## src/common/decode_consts.svh

```systemverilog
////////////////////////////////////////
// Decode constants
// Instruction width, major opcodes and M enable reset value
////////////////////////////////////////
`ifndef DECODE_CONSTS_SVH
`define DECODE_CONSTS_SVH

`define INSTR_W      32      // RV32 only

// Major opcode field, instr[6:0]
`define OPC_LOAD     7'h03
`define OPC_MISC_MEM 7'h0f
`define OPC_OP_IMM   7'h13
`define OPC_AUIPC    7'h17
`define OPC_STORE    7'h23
`define OPC_OP       7'h33
`define OPC_LUI      7'h37
`define OPC_BRANCH   7'h63
`define OPC_JALR     7'h67
`define OPC_JAL      7'h6f
`define OPC_SYSTEM   7'h73

`define M_EN_RST     1'b1    // M extension on out of reset

`endif

```

## src/common/decode_pkg.sv

```systemverilog
////////////////////////////////////////
// Decode types
// Operator enums, mux selects and the decoder control word
////////////////////////////////////////
package decode_pkg;

  // ALU operations, branch compares included
  typedef enum logic [3:0] {
    ALU_ADD, ALU_SUB, ALU_SLL, ALU_SRL, ALU_SRA, ALU_XOR, ALU_OR, ALU_AND,
    ALU_SLT, ALU_SLTU, ALU_EQ, ALU_NE, ALU_LT, ALU_GE, ALU_LTU, ALU_GEU
  } alu_opcode_e;

  // Encoded as funct3[1:0] of the M instructions
  typedef enum logic [1:0] {MUL_M, MUL_H, MUL_HSU, MUL_HU} mul_opcode_e;
  typedef enum logic [1:0] {DIV_DIV, DIV_DIVU, DIV_REM, DIV_REMU} div_opcode_e;

  typedef enum logic [1:0] {CSR_OP_READ, CSR_OP_WRITE, CSR_OP_SET, CSR_OP_CLEAR} csr_opcode_e;

  typedef enum logic [1:0] {OP_A_REG, OP_A_PC, OP_A_ZERO} op_a_sel_e;
  typedef enum logic       {OP_B_REG, OP_B_IMM} op_b_sel_e;
  typedef enum logic [2:0] {IMM_I, IMM_S, IMM_B, IMM_U, IMM_J} imm_sel_e;

  ////////////////////////////////////////
  // Control word
  ////////////////////////////////////////
  typedef struct packed {
    logic        alu_en;
    logic        alu_bch;        // ALU does branch compare
    logic        alu_jmp;        // JAL or JALR
    alu_opcode_e alu_operator;
    op_a_sel_e   op_a_sel;
    op_b_sel_e   op_b_sel;
    imm_sel_e    imm_sel;
    logic        mul_en;
    mul_opcode_e mul_operator;
    logic        div_en;
    div_opcode_e div_operator;
    logic        lsu_en;
    logic        lsu_we;         // Store
    logic [1:0]  lsu_size;       // Byte, half, word
    logic        lsu_sext;
    logic        csr_en;
    csr_opcode_e csr_op;
    logic        rf_we;
    logic [1:0]  rf_re;          // Bit 0 rs1, bit 1 rs2
    logic        sys_en;
    logic        sys_ecall;
    logic        sys_ebrk;
    logic        sys_mret;
    logic        sys_wfi;
    logic        sys_fencei;
    logic        illegal_insn;
  } decoder_ctrl_t;

  // No match, every enable low
  parameter decoder_ctrl_t DECODER_CTRL_ILLEGAL = '{
    alu_operator: ALU_ADD, op_a_sel: OP_A_REG, op_b_sel: OP_B_REG, imm_sel: IMM_I,
    mul_operator: MUL_M, div_operator: DIV_DIV, csr_op: CSR_OP_READ,
    illegal_insn: 1'b1, default: '0};

endpackage

```

## src/common/pipe_pkg.sv

```systemverilog
////////////////////////////////////////
// Pipeline stage types
// IF/ID input and ID/EX output of the decode stage
////////////////////////////////////////
`include "decode_consts.svh"

package pipe_pkg;

  ////////////////////////////////////////
  // IF/ID
  ////////////////////////////////////////
  typedef struct packed {
    logic                instr_valid;
    logic [`INSTR_W-1:0] instr;
    logic                illegal_c_insn;   // Bad compressed encoding seen in IF
  } if_id_pipe_t;

  ////////////////////////////////////////
  // ID/EX
  ////////////////////////////////////////
  typedef struct packed {
    logic                      valid;
    decode_pkg::decoder_ctrl_t ctrl;
    logic [4:0]                rs1;
    logic [4:0]                rs2;
    logic [4:0]                rd;
  } id_ex_pipe_t;

endpackage

```

## src/decoder/i_decoder.sv

```systemverilog
////////////////////////////////////////
// RV32I decoder
// Base integer set to control word, illegal on no match
////////////////////////////////////////
`timescale 1ns/1ps
`include "decode_consts.svh"

module i_decoder (
  input  logic [`INSTR_W-1:0]       instr_i,
  output decode_pkg::decoder_ctrl_t ctrl_o
);

  logic [6:0] opcode;
  logic [2:0] funct3;
  logic [6:0] funct7;
  logic       illegal;
  decode_pkg::decoder_ctrl_t ctrl;

  assign opcode = instr_i[6:0];
  assign funct3 = instr_i[14:12];
  assign funct7 = instr_i[31:25];

  // Register and immediate ALU forms share the funct3 map
  function automatic decode_pkg::alu_opcode_e alu_op(input logic [2:0] f3, input logic alt);
    decode_pkg::alu_opcode_e op;
    case (f3)
      3'd0:    op = alt ? decode_pkg::ALU_SUB : decode_pkg::ALU_ADD;
      3'd1:    op = decode_pkg::ALU_SLL;
      3'd2:    op = decode_pkg::ALU_SLT;
      3'd3:    op = decode_pkg::ALU_SLTU;
      3'd4:    op = decode_pkg::ALU_XOR;
      3'd5:    op = alt ? decode_pkg::ALU_SRA : decode_pkg::ALU_SRL;
      3'd6:    op = decode_pkg::ALU_OR;
      default: op = decode_pkg::ALU_AND;
    endcase
    return op;
  endfunction

  always_comb begin
    ctrl              = decode_pkg::DECODER_CTRL_ILLEGAL;
    ctrl.illegal_insn = 1'b0;
    illegal           = 1'b0;
    case (opcode)
      `OPC_JAL, `OPC_JALR: begin
        ctrl.alu_en   = 1'b1;
        ctrl.alu_jmp  = 1'b1;
        ctrl.op_a_sel = (opcode == `OPC_JAL) ? decode_pkg::OP_A_PC : decode_pkg::OP_A_REG;
        ctrl.op_b_sel = decode_pkg::OP_B_IMM;
        ctrl.imm_sel  = (opcode == `OPC_JAL) ? decode_pkg::IMM_J : decode_pkg::IMM_I;
        ctrl.rf_we    = 1'b1;                          // Link register
        ctrl.rf_re    = {1'b0, opcode == `OPC_JALR};
        illegal       = (opcode == `OPC_JALR) && (funct3 != 3'd0);
      end
      `OPC_BRANCH: begin
        ctrl.alu_en  = 1'b1;
        ctrl.alu_bch = 1'b1;
        ctrl.imm_sel = decode_pkg::IMM_B;
        ctrl.rf_re   = 2'b11;
        case (funct3)
          3'd0:    ctrl.alu_operator = decode_pkg::ALU_EQ;
          3'd1:    ctrl.alu_operator = decode_pkg::ALU_NE;
          3'd4:    ctrl.alu_operator = decode_pkg::ALU_LT;
          3'd5:    ctrl.alu_operator = decode_pkg::ALU_GE;
          3'd6:    ctrl.alu_operator = decode_pkg::ALU_LTU;
          3'd7:    ctrl.alu_operator = decode_pkg::ALU_GEU;
          default: illegal = 1'b1;                     // funct3 2 and 3
        endcase
      end
      `OPC_LOAD, `OPC_STORE: begin
        ctrl.lsu_en   = 1'b1;
        ctrl.lsu_we   = (opcode == `OPC_STORE);
        ctrl.lsu_size = funct3[1:0];
        ctrl.lsu_sext = (opcode == `OPC_LOAD) && !funct3[2];
        ctrl.op_b_sel = decode_pkg::OP_B_IMM;
        ctrl.imm_sel  = (opcode == `OPC_STORE) ? decode_pkg::IMM_S : decode_pkg::IMM_I;
        ctrl.rf_we    = (opcode == `OPC_LOAD);
        ctrl.rf_re    = {opcode == `OPC_STORE, 1'b1};
        // Loads take lbu and lhu only, stores never the unsigned set
        illegal = (funct3[1:0] == 2'b11) || (funct3 == 3'd6) ||
                  ((opcode == `OPC_STORE) && funct3[2]);
      end
      `OPC_OP_IMM: begin
        ctrl.alu_en       = 1'b1;
        ctrl.alu_operator = alu_op(funct3, funct3 == 3'd5 && funct7[5]);
        ctrl.op_b_sel     = decode_pkg::OP_B_IMM;
        ctrl.rf_we        = 1'b1;
        ctrl.rf_re        = 2'b01;
        if (funct3 == 3'd1) illegal = (funct7 != 7'h00);                       // slli
        if (funct3 == 3'd5) illegal = (funct7 != 7'h00) && (funct7 != 7'h20);  // srli, srai
      end
      `OPC_OP: begin
        ctrl.alu_en       = 1'b1;
        ctrl.alu_operator = alu_op(funct3, funct7[5]);
        ctrl.rf_we        = 1'b1;
        ctrl.rf_re        = 2'b11;
        // 7'h01 belongs to the M decoder
        illegal = !((funct7 == 7'h00) ||
                    ((funct7 == 7'h20) && (funct3 == 3'd0 || funct3 == 3'd5)));
      end
      `OPC_LUI, `OPC_AUIPC: begin
        ctrl.alu_en   = 1'b1;
        ctrl.op_a_sel = (opcode == `OPC_LUI) ? decode_pkg::OP_A_ZERO : decode_pkg::OP_A_PC;
        ctrl.op_b_sel = decode_pkg::OP_B_IMM;
        ctrl.imm_sel  = decode_pkg::IMM_U;
        ctrl.rf_we    = 1'b1;
      end
      `OPC_MISC_MEM: begin
        ctrl.sys_en     = 1'b1;                        // FENCE runs as a no-op
        ctrl.sys_fencei = (funct3 == 3'd1);
        illegal         = (funct3[2:1] != 2'b00);
      end
      `OPC_SYSTEM: begin
        if (funct3 == 3'd0) begin
          ctrl.sys_en = 1'b1;
          case (instr_i[31:20])
            12'h000: ctrl.sys_ecall = 1'b1;
            12'h001: ctrl.sys_ebrk  = 1'b1;
            12'h302: ctrl.sys_mret  = 1'b1;
            12'h105: ctrl.sys_wfi   = 1'b1;
            default: illegal        = 1'b1;
          endcase
          if (instr_i[19:7] != '0) illegal = 1'b1;      // rs1 and rd must be x0
        end else begin
          ctrl.csr_en   = 1'b1;
          ctrl.op_b_sel = decode_pkg::OP_B_IMM;        // CSR address
          ctrl.rf_we    = 1'b1;
          ctrl.rf_re    = {1'b0, !funct3[2]};          // Immediate forms read no rs1
          ctrl.csr_op   = decode_pkg::csr_opcode_e'(funct3[1:0]);
          if (funct3[1] && (instr_i[19:15] == 5'd0)) ctrl.csr_op = decode_pkg::CSR_OP_READ;
          illegal = (funct3 == 3'd4);
        end
      end
      default: illegal = 1'b1;
    endcase
    ctrl_o = illegal ? decode_pkg::DECODER_CTRL_ILLEGAL : ctrl;
  end

endmodule

```

## src/decoder/m_decoder.sv

```systemverilog
////////////////////////////////////////
// RV32M decoder
// Multiply and divide, gated by the run-time M enable
////////////////////////////////////////
`timescale 1ns/1ps
`include "decode_consts.svh"

module m_decoder (
  input  logic [`INSTR_W-1:0]       instr_i,
  input  logic                      m_en_i,
  output decode_pkg::decoder_ctrl_t ctrl_o
);

  logic match;

  assign match = m_en_i && (instr_i[6:0] == `OPC_OP) && (instr_i[31:25] == 7'b0000001);

  always_comb begin
    ctrl_o = decode_pkg::DECODER_CTRL_ILLEGAL;
    if (match) begin
      ctrl_o.illegal_insn = 1'b0;
      ctrl_o.rf_we        = 1'b1;
      ctrl_o.rf_re        = 2'b11;
      if (instr_i[14]) begin                           // funct3 4..7
        ctrl_o.div_en       = 1'b1;
        ctrl_o.div_operator = decode_pkg::div_opcode_e'(instr_i[13:12]);
      end else begin                                   // funct3 0..3
        ctrl_o.mul_en       = 1'b1;
        ctrl_o.mul_operator = decode_pkg::mul_opcode_e'(instr_i[13:12]);
      end
    end
  end

endmodule

```

## src/decoder/decoder.sv

```systemverilog
////////////////////////////////////////
// Instruction decoder
// I and M decoders, priority mux, illegal override, deassert
////////////////////////////////////////
`timescale 1ns/1ps

module decoder (
  input  logic                      clk,             // Drives the checks below only
  input  pipe_pkg::if_id_pipe_t     if_id_pipe_i,
  input  logic                      m_en_i,
  input  logic                      deassert_we_i,   // From controller
  output decode_pkg::decoder_ctrl_t ctrl_o
);

  decode_pkg::decoder_ctrl_t i_ctrl;
  decode_pkg::decoder_ctrl_t m_ctrl;
  decode_pkg::decoder_ctrl_t mux_ctrl;

  i_decoder i_decoder_i (
    .instr_i (if_id_pipe_i.instr),
    .ctrl_o  (i_ctrl)
  );

  m_decoder m_decoder_i (
    .instr_i (if_id_pipe_i.instr),
    .m_en_i  (m_en_i),
    .ctrl_o  (m_ctrl)
  );

  ////////////////////////////////////////
  // Select and suppress
  ////////////////////////////////////////
  always_comb begin
    if (if_id_pipe_i.illegal_c_insn)  mux_ctrl = decode_pkg::DECODER_CTRL_ILLEGAL;
    else if (!m_ctrl.illegal_insn)    mux_ctrl = m_ctrl;   // M wins
    else if (!i_ctrl.illegal_insn)    mux_ctrl = i_ctrl;
    else                              mux_ctrl = decode_pkg::DECODER_CTRL_ILLEGAL;
  end

  // Operator fields pass, enables drop
  always_comb begin
    ctrl_o = mux_ctrl;
    if (deassert_we_i) begin
      ctrl_o.alu_en       = 1'b0;
      ctrl_o.mul_en       = 1'b0;
      ctrl_o.div_en       = 1'b0;
      ctrl_o.lsu_en       = 1'b0;
      ctrl_o.csr_en       = 1'b0;
      ctrl_o.sys_en       = 1'b0;
      ctrl_o.rf_we        = 1'b0;
      ctrl_o.illegal_insn = 1'b0;
    end
  end

  // Decoder encodings are disjoint
  a_single_match: assert property (@(posedge clk)
    if_id_pipe_i.instr_valid |-> (i_ctrl.illegal_insn || m_ctrl.illegal_insn));

  // One execution unit per instruction
  a_one_unit: assert property (@(posedge clk)
    if_id_pipe_i.instr_valid |-> $onehot0({ctrl_o.alu_en, ctrl_o.mul_en,
                                           ctrl_o.div_en, ctrl_o.lsu_en}));

endmodule

```

## src/rtl/decode_cfg.sv

```systemverilog
////////////////////////////////////////
// Decode configuration
// Run-time M extension enable
////////////////////////////////////////
`timescale 1ns/1ps
`include "decode_consts.svh"

module decode_cfg (
  input  logic clk,
  input  logic rst_n_i,
  input  logic cfg_we_i,     // Write strobe
  input  logic cfg_m_en_i,   // New enable value
  output logic m_en_o
);

  logic m_en_q;

  // New value seen by the decoder from the write edge on
  always_ff @(posedge clk) begin
    if (!rst_n_i) begin
      m_en_q <= `M_EN_RST;
    end else if (cfg_we_i) begin
      m_en_q <= cfg_m_en_i;
    end
  end

  assign m_en_o = m_en_q;

endmodule

```

## src/rtl/id_ex_reg.sv

```systemverilog
////////////////////////////////////////
// ID/EX pipeline register
// Control word and register indices, one cycle
////////////////////////////////////////
`timescale 1ns/1ps
`include "decode_consts.svh"

module id_ex_reg (
  input  logic                      clk,
  input  logic                      rst_n_i,
  input  logic                      instr_valid_i,
  input  logic [`INSTR_W-1:0]       instr_i,
  input  decode_pkg::decoder_ctrl_t ctrl_i,
  output pipe_pkg::id_ex_pipe_t     id_ex_pipe_o
);

  // Bubble word with every enable low and no trap
  localparam decode_pkg::decoder_ctrl_t CTRL_IDLE = '{
    alu_operator: decode_pkg::ALU_ADD, op_a_sel: decode_pkg::OP_A_REG,
    op_b_sel: decode_pkg::OP_B_REG, imm_sel: decode_pkg::IMM_I,
    mul_operator: decode_pkg::MUL_M, div_operator: decode_pkg::DIV_DIV,
    csr_op: decode_pkg::CSR_OP_READ, default: '0};

  decode_pkg::decoder_ctrl_t ctrl_q;
  logic                      valid_q;
  logic [4:0]                rs1_q, rs2_q, rd_q;

  ////////////////////////////////////////
  // Control
  ////////////////////////////////////////
  always_ff @(posedge clk) begin
    if (!rst_n_i) begin
      valid_q <= 1'b0;
      ctrl_q  <= CTRL_IDLE;
    end else begin
      valid_q <= instr_valid_i;
      ctrl_q  <= instr_valid_i ? ctrl_i : CTRL_IDLE;
    end
  end

  // Register indices
  always_ff @(posedge clk) begin
    rs1_q <= instr_i[19:15];
    rs2_q <= instr_i[24:20];
    rd_q  <= instr_i[11:7];
  end

  assign id_ex_pipe_o = '{valid: valid_q, ctrl: ctrl_q, rs1: rs1_q, rs2: rs2_q, rd: rd_q};

  // Bubbles carry no enable into EX
  a_idle_quiet: assert property (@(posedge clk) disable iff (!rst_n_i)
    !id_ex_pipe_o.valid |-> !(ctrl_q.alu_en || ctrl_q.mul_en || ctrl_q.div_en ||
                              ctrl_q.lsu_en || ctrl_q.csr_en || ctrl_q.sys_en ||
                              ctrl_q.rf_we || ctrl_q.illegal_insn));

endmodule

```

## src/rtl/id_stage.sv

```systemverilog
////////////////////////////////////////
// Instruction decode stage
// Config block, decoder and ID/EX register
////////////////////////////////////////
`timescale 1ns/1ps

module id_stage (
  input  logic                  clk,
  input  logic                  rst_n_i,
  input  pipe_pkg::if_id_pipe_t if_id_pipe_i,
  input  logic                  deassert_we_i,
  input  logic                  cfg_we_i,
  input  logic                  cfg_m_en_i,
  output pipe_pkg::id_ex_pipe_t id_ex_pipe_o,
  output logic                  m_en_o
);

  logic                      m_en;
  decode_pkg::decoder_ctrl_t id_ctrl;

  decode_cfg decode_cfg_i (
    .clk        (clk),
    .rst_n_i    (rst_n_i),
    .cfg_we_i   (cfg_we_i),
    .cfg_m_en_i (cfg_m_en_i),
    .m_en_o     (m_en)
  );

  decoder decoder_i (
    .clk           (clk),
    .if_id_pipe_i  (if_id_pipe_i),
    .m_en_i        (m_en),
    .deassert_we_i (deassert_we_i),
    .ctrl_o        (id_ctrl)
  );

  id_ex_reg id_ex_reg_i (
    .clk           (clk),
    .rst_n_i       (rst_n_i),
    .instr_valid_i (if_id_pipe_i.instr_valid),
    .instr_i       (if_id_pipe_i.instr),
    .ctrl_i        (id_ctrl),
    .id_ex_pipe_o  (id_ex_pipe_o)
  );

  assign m_en_o = m_en;   // Current M enable

endmodule

```

## config.mk

```make
export PLATFORM = sky130hd
export DESIGN_NAME = id_stage
export DESIGN_NICKNAME = d
export VERILOG_FILES = /design/src/common/decode_pkg.sv /design/src/common/pipe_pkg.sv /design/src/decoder/i_decoder.sv /design/src/decoder/m_decoder.sv /design/src/decoder/decoder.sv /design/src/rtl/decode_cfg.sv /design/src/rtl/id_ex_reg.sv /design/src/rtl/id_stage.sv
export VERILOG_INCLUDE_DIRS = /design/src /design/src/common
export SDC_FILE = /design/constraint.sdc
export NUM_CORES = 1
export LEC_CHECK = 0
export BUFFER_PORTS_ARGS = -buffer_cell sky130_fd_sc_hd__buf_4
export CAP_MARGIN = 30
export CORE_MARGIN = 4
export CORE_UTILIZATION = 50
export DETAILED_ROUTE_END_ITERATION = 8
export PLACE_DENSITY = 0.79
export SYNTH_ARGS = -nofsm -noshare
export SYNTH_HDL_FRONTEND = slang
export SYNTH_SLANG_ARGS = --single-unit
```

## constraint.sdc

```tcl
create_clock -name clk -period 5.7 [get_ports clk]
set_input_delay 0.57 -clock clk [delete_from_list [all_inputs] [get_ports clk]]
set_output_delay 0.57 -clock clk [all_outputs]
set_load 0.03 [all_outputs]
```

* Yosys cells after proc, flatten, opt, wreduce, memory -nomap -nowiden
Cells that the tools add are included.
Word-level totals: bits in registers 54, latch bits 0, bits in writable memories 0, ROM bits 0, output and inout port bits 54, memories kept 0
Operators by class: add/sub/neg operators 0, multipliers 0, divide/modulo/power cells 0, $lt $le $gt $ge 0, eq/ne operators 25, shift-type cells 0, mux-type cells 46, bitwise gates (word level) 6, reduce and logical (&&, ||, !) cells 42
Operator list (number):
- 4-bit one-hot mux with 7 select lines | 2
- 24-bit two-way mux | 2
- 7-bit OR reduction | 5
- 7-bit by 6-bit equality test with 1-bit output, second input constant | 4
- 7-bit equality test, second input constant | 4
- 4-bit one-hot mux with 6 select lines | 1
- 1-bit two-way mux | 20
- 18-bit two-way mux | 1
- 3-bit two-way mux | 6
- 6-bit OR reduction | 3
- 8-bit OR reduction | 2
- 7-bit by 5-bit equality test with 1-bit output, second input constant | 2
- 13-bit nonzero test | 1
- 12-bit by 1-bit equality test with 1-bit output, second input constant | 1
- 12-bit by 10-bit equality test with 1-bit output, second input constant | 1
- 12-bit by 9-bit equality test with 1-bit output, second input constant | 1
- 3-bit equality test, second input constant | 4
- 12-bit zero test | 1
- 3-bit one-hot mux with 4 select lines | 1
- 4-bit one-hot mux with 3 select lines | 1
- 5-bit two-way mux | 2
- 2-bit one-hot mux with 5 select lines | 1
- 1-bit logical AND | 9
- 9-bit OR reduction | 1
- other kinds (26) | 43

* Logic depth before layout (Yosys ltp)
depth after elaboration 10, mapped depth 10

* By module
From an unflattened synthesis, not the netlist that was laid out.
Unflattened totals: cells, all modules 416, area total of the unflattened synthesis 3478.3 sq um
By module, submodules not included:
- id_ex_reg | instances 1, cells an instance 100, area each 1391.3 sq um, sequential area each 1061.0 sq um
- i_decoder | instances 1, cells an instance 144, area each 865.8 sq um, sequential area each 0.0 sq um
- decoder | instances 1, cells an instance 126, area each 843.3 sq um, sequential area each 0.0 sq um
- m_decoder | instances 1, cells an instance 43, area each 344.1 sq um, sequential area each 0.0 sq um
- decode_cfg | instances 1, cells an instance 3, area each 33.8 sq um, sequential area each 20.0 sq um

* Worst setup path after synthesis
Ideal clock, no wire load.
path kind input to register, start point in if_id_pipe_i[15] in the netlist's numbering, end point reg id_ex_reg_i.ctrl_q, in the netlist id_ex_reg_i.id_ex_pipe_o[17], library setup time 88 ps, data arrival time 2339 ps, required time 5612 ps, path slack 3274 ps, cell stages on the path 9, path buffers 2, cells stage by stage clkbuf_1 > inv_1 > ha_1 > a41oi_1 > o311ai_0 > nor4_4 > nand3_2 > buf_6 > nor4_4
On the way: longest elaborated chain between the ends 8, elaborated cells between the ends (all ways) 27
RTL lines:
- start: declaration | line id_stage.sv:10 | input pipe_pkg::if_id_pipe_t if_id_pipe_i,
- branches (longest 7 deep; another with 18-bit two-way mux)
- 8-bit OR reduction (no line) (*)
- end signal: assignment | line id_ex_reg.sv:37 | ctrl_q <= instr_valid_i ? ctrl_i : CTRL_IDLE;
- end: declaration | line id_ex_reg.sv:24 | decode_pkg::decoder_ctrl_t ctrl_q;
Mark *: on every way between the ends. A chain may end at the register's enable or synchronous reset.

* Worst setup path in the final report
start point in if_id_pipe_i[15] in the netlist's numbering, end point reg id_ex_reg_i.ctrl_q, in the netlist id_ex_reg_i.id_ex_pipe_o[40]
On the way: longest elaborated chain between the ends 8, elaborated cells between the ends (all ways) 26
RTL lines:
- branches (longest 5 deep; another with 6-bit OR reduction)
- 1-bit one-hot mux with 8 select lines (*) | line i_decoder.sv:43 | case (opcode)
- 18-bit two-way mux | line i_decoder.sv:135 | ctrl_o = illegal ? decode_pkg::DECODER_CTRL_ILLEGAL : ctrl;
- 6-bit OR reduction (no line) (*)
Marked as above.

==> flow_summary.yaml <==
status:
  status: "finished clean"
timing:
  layout_setup_ws_ps: 3020
  drv_slew: 0
  fin_skew_ps: 2.46
  finalCritPeriodShare: 0.469
  setup_viol: 0
  worst_pin_slew_ps: 618
  finalCriticalPeriod_ps: 2680
  hold_viol_final: 0
  finalSetupTns_ps: 0
  rsz0062_at_grt: "no"
  max-slew-margin-rel: 0.583
  fmaxAchievable_ghz: 0.374
detailed_routing:
  dr.pass1.iters: 5
  num_vias: 2069
  drcViolationCount: 0
  drtAntennaViolNets: 0
  drt_wl_total_um: 5810
  vias_per_cell: 5.61
  drtIter0Drc: 225
  drt-wirelength-per-cell_um: 15.8
cts:
  cts_made_buffers: 5
  post_cts_buffers: 0
  postCtsHoldBufs: 0
  path_clk_slew_ps: 90
  clk_latency_ps: 300
  htreeDepth: 2
  clockBufferDepth: 2
  cts_tree: "built"
  clkSinkCount: 54
  cts_root_buf: "clkbuf_8"
  cts-resized-gates: 0
die:
  initial_core_util: 0.529
  fp.dieW_um: 73.8
  die_area_um2: 5440
  die_y_um: 73.8
  coreArea_um2: 4090
  num_rows: 23
  pin_count: 93
synthesis:
  synth_commonest_cells: "54 x dfxtp_1, 27 x nor2_1, 20 x nand2_1, 15 x a21oi_1, 15 x nor4_1"
  yosysSeqAreaShare: 0.500
  ys_ff_latch: 54
  synth_flop_cell: "dfxtp_1"
  syn_nets: 278
  synth-edff-count: 0
  syn-cell-area_um2: 2160
  syn_area_per_cell_um2: 9.24
  synth_most_common_cell: "dfxtp_1"
  synth.distinct_cells: 46
  synth_area_leaders: "dfxtp_1 50%, nor2_1 4.7%, nor4_1 4.3%, a21oi_1 3.5%, nand2_1 3.5%"
  synthArstFlopShare: 0
  yosys.area.top_type: "dfxtp_1"
  ys.warnings.count: 0
  synthCells: 234
  synth_top_cell_area_share: 0.500
cells_and_area:
  fin_cells: 369
  drive_gt1_frac: 0.345
  nets: 362
  fill_cells: 337
  final_util: 0.721
  diodes: 0
  area_delta_synth_final_pct: 36.2
  fin_area_um2: 2950
worst_setup_path:
  cp_data_required_time_ps: 5870
  timing.critical_path.from: "if_id_pipe_i[15]"
  crit_chain: "buf_4, inv_1, ha_1, a41oi_1, o311ai_0, nor4_4, nand3_2, a2111oi_0"
  crit_type: "input pin to flip-flop"
  cp_slowest_cell: "nand3_2"
  cp-start-kind: "input pin"
  worstPathArrival_ps: 2850
  worstPathMaxFanout: 22
  r2r_start: "decode_cfg_i.m_en_o"
  critPathBufInv: 2
  r2r_setup_slack_ps: 4250
  crit_family: "compound AO/OA/AOI/OAI gates"
  cp-end-kind: "flip-flop"
  max_stage_delay_ps: 500
min_path:
  hold_path.startpoint: "if_id_pipe_i[20]"
  hold_class: "input pin to flip-flop"
place:
  dp_slack_ps: 2750
  dpl.hpwl_um: 4430
  place_inst: 361
  placed_area_um2: 2840
  gp_congestion: 0.904
  placement.io_buffers: 92
job:
  drv_cap: 0
pwr:
  powerDensity_nw_per_um2: 244
  leakage_nw: 1.25
  ir_drop_mv: 0.141
global_routing:
  grt.total_usage: 0.222
  grt_pass1_vias: 2008
  grt-ovfl-total: 0
  grt_max_degree: 23
  grt_pass1_wl_um: 9490
  antenna_found_initial: 0
## cell families after synthesis
| logic type | count (synthesis) | share of synthesized area |
|---|---|---|
| AND/OR/NAND/NOR | 109 | 0.292 |
| flip-flops | 54 | 0.500 |
| AO/OA/AOI/OAI | 40 | 0.118 |
| buffers and inverters | 24 | 0.0526 |
| adder cells (fa/ha/maj) | 5 | 0.0289 |
| XOR/XNOR | 1 | 0.00405 |
| multiplexers | 1 | 0.00463 |
## worst reg2reg max path: stages (launching register included)
cell	delay (ps)
dfxtp_1	370
nand4_1	80
or3_1	420
or3_1	410
nor2_1	110
## placed cells by master (no fill, tap or decap), types with 2 or more instances in the layout
cell type | Yosys | layout
nor3_1 | 14 | 14
nor2b_1 | 2 | 2
ha_1 | 5 | 5
nor4_1 | 15 | 15
nand4_1 | 4 | 4
a211oi_1 | 2 | 2
dfxtp_1 | 54 | 54
nand3_1 | 3 | 3
o21ai_0 | 7 | 7
or3_1 | 7 | 7
nor4_2 | 2 | 2
o211ai_1 | 3 | 3
nand2b_1 | 2 | 2
o22ai_1 | 2 | 2
a21oi_1 | 15 | 15
buf_4 | 3 | 92
or4_1 | 2 | 2
nor2_1 | 27 | 27
clkbuf_8 | 0 | 8
nor4b_1 | 3 | 3
nor4_4 | 2 | 2
nand2_1 | 20 | 20
inv_1 | 8 | 8
## registers in the layout (all words and copies together), names as in the netlist
signal / cells
decode_cfg_i.m_en_o: 1
id_ex_reg_i.id_ex_pipe_o: 37
id_ex_reg_i.rd_q: 5
id_ex_reg_i.rs1_q: 5
id_ex_reg_i.rs2_q: 5
id_ex_reg_i.valid_q: 1
## metal layers
layer,track usage,vias up,share of wire
met2,0.358,116,0.49
met3,0.0506,7,0.087
met1,0.300,939,0.41
li1,-,1007,-
met4,0.0543,0,0.0095
met5,0,-,0
## through the flow
step	power [mW]	hold slack [ps]
after floorplan	0.445	598
after global placement	0.487	512
after detailed placement	0.488	509
after CTS	0.725	366
after global routing	0.748	357
final	0.718	375
## path summary, 6_finish.rpt
path              cells after the start                           end
hold / removal                        1          id_ex_reg_i.rs1_q[4]
setup reg to reg                      4  id_ex_reg_i.id_ex_pipe_o[33]
hold reg to reg                       2           decode_cfg_i.m_en_o
setup / recovery                      8  id_ex_reg_i.id_ex_pipe_o[40]
## area by class of cell
| class | count | area (um^2) | area share |
|---|---|---|---|
| well taps | 50 | 62.6 | 0.0212 |
| clock buffers | 8 | 110 | 0.0374 |
| multi-input cells | 156 | 968 | 0.329 |
| flip-flops and latches | 54 | 1080 | 0.367 |
| inverters | 9 | 33.8 | 0.0115 |
| repair buffers | 92 | 691 | 0.234 |
## where the power goes
| group | total [mW] | switching, mW | internal, mW |
|---|---|---|---|
| clock network | 0.238 | 0.115 | 0.123 |
| logic | 0.0942 | 0.0566 | 0.0376 |
| registers | 0.386 | 0.00198 | 0.384 |
| total | 0.718 | 0.174 | 0.544 |
Power figures use the tool's default switching activity.
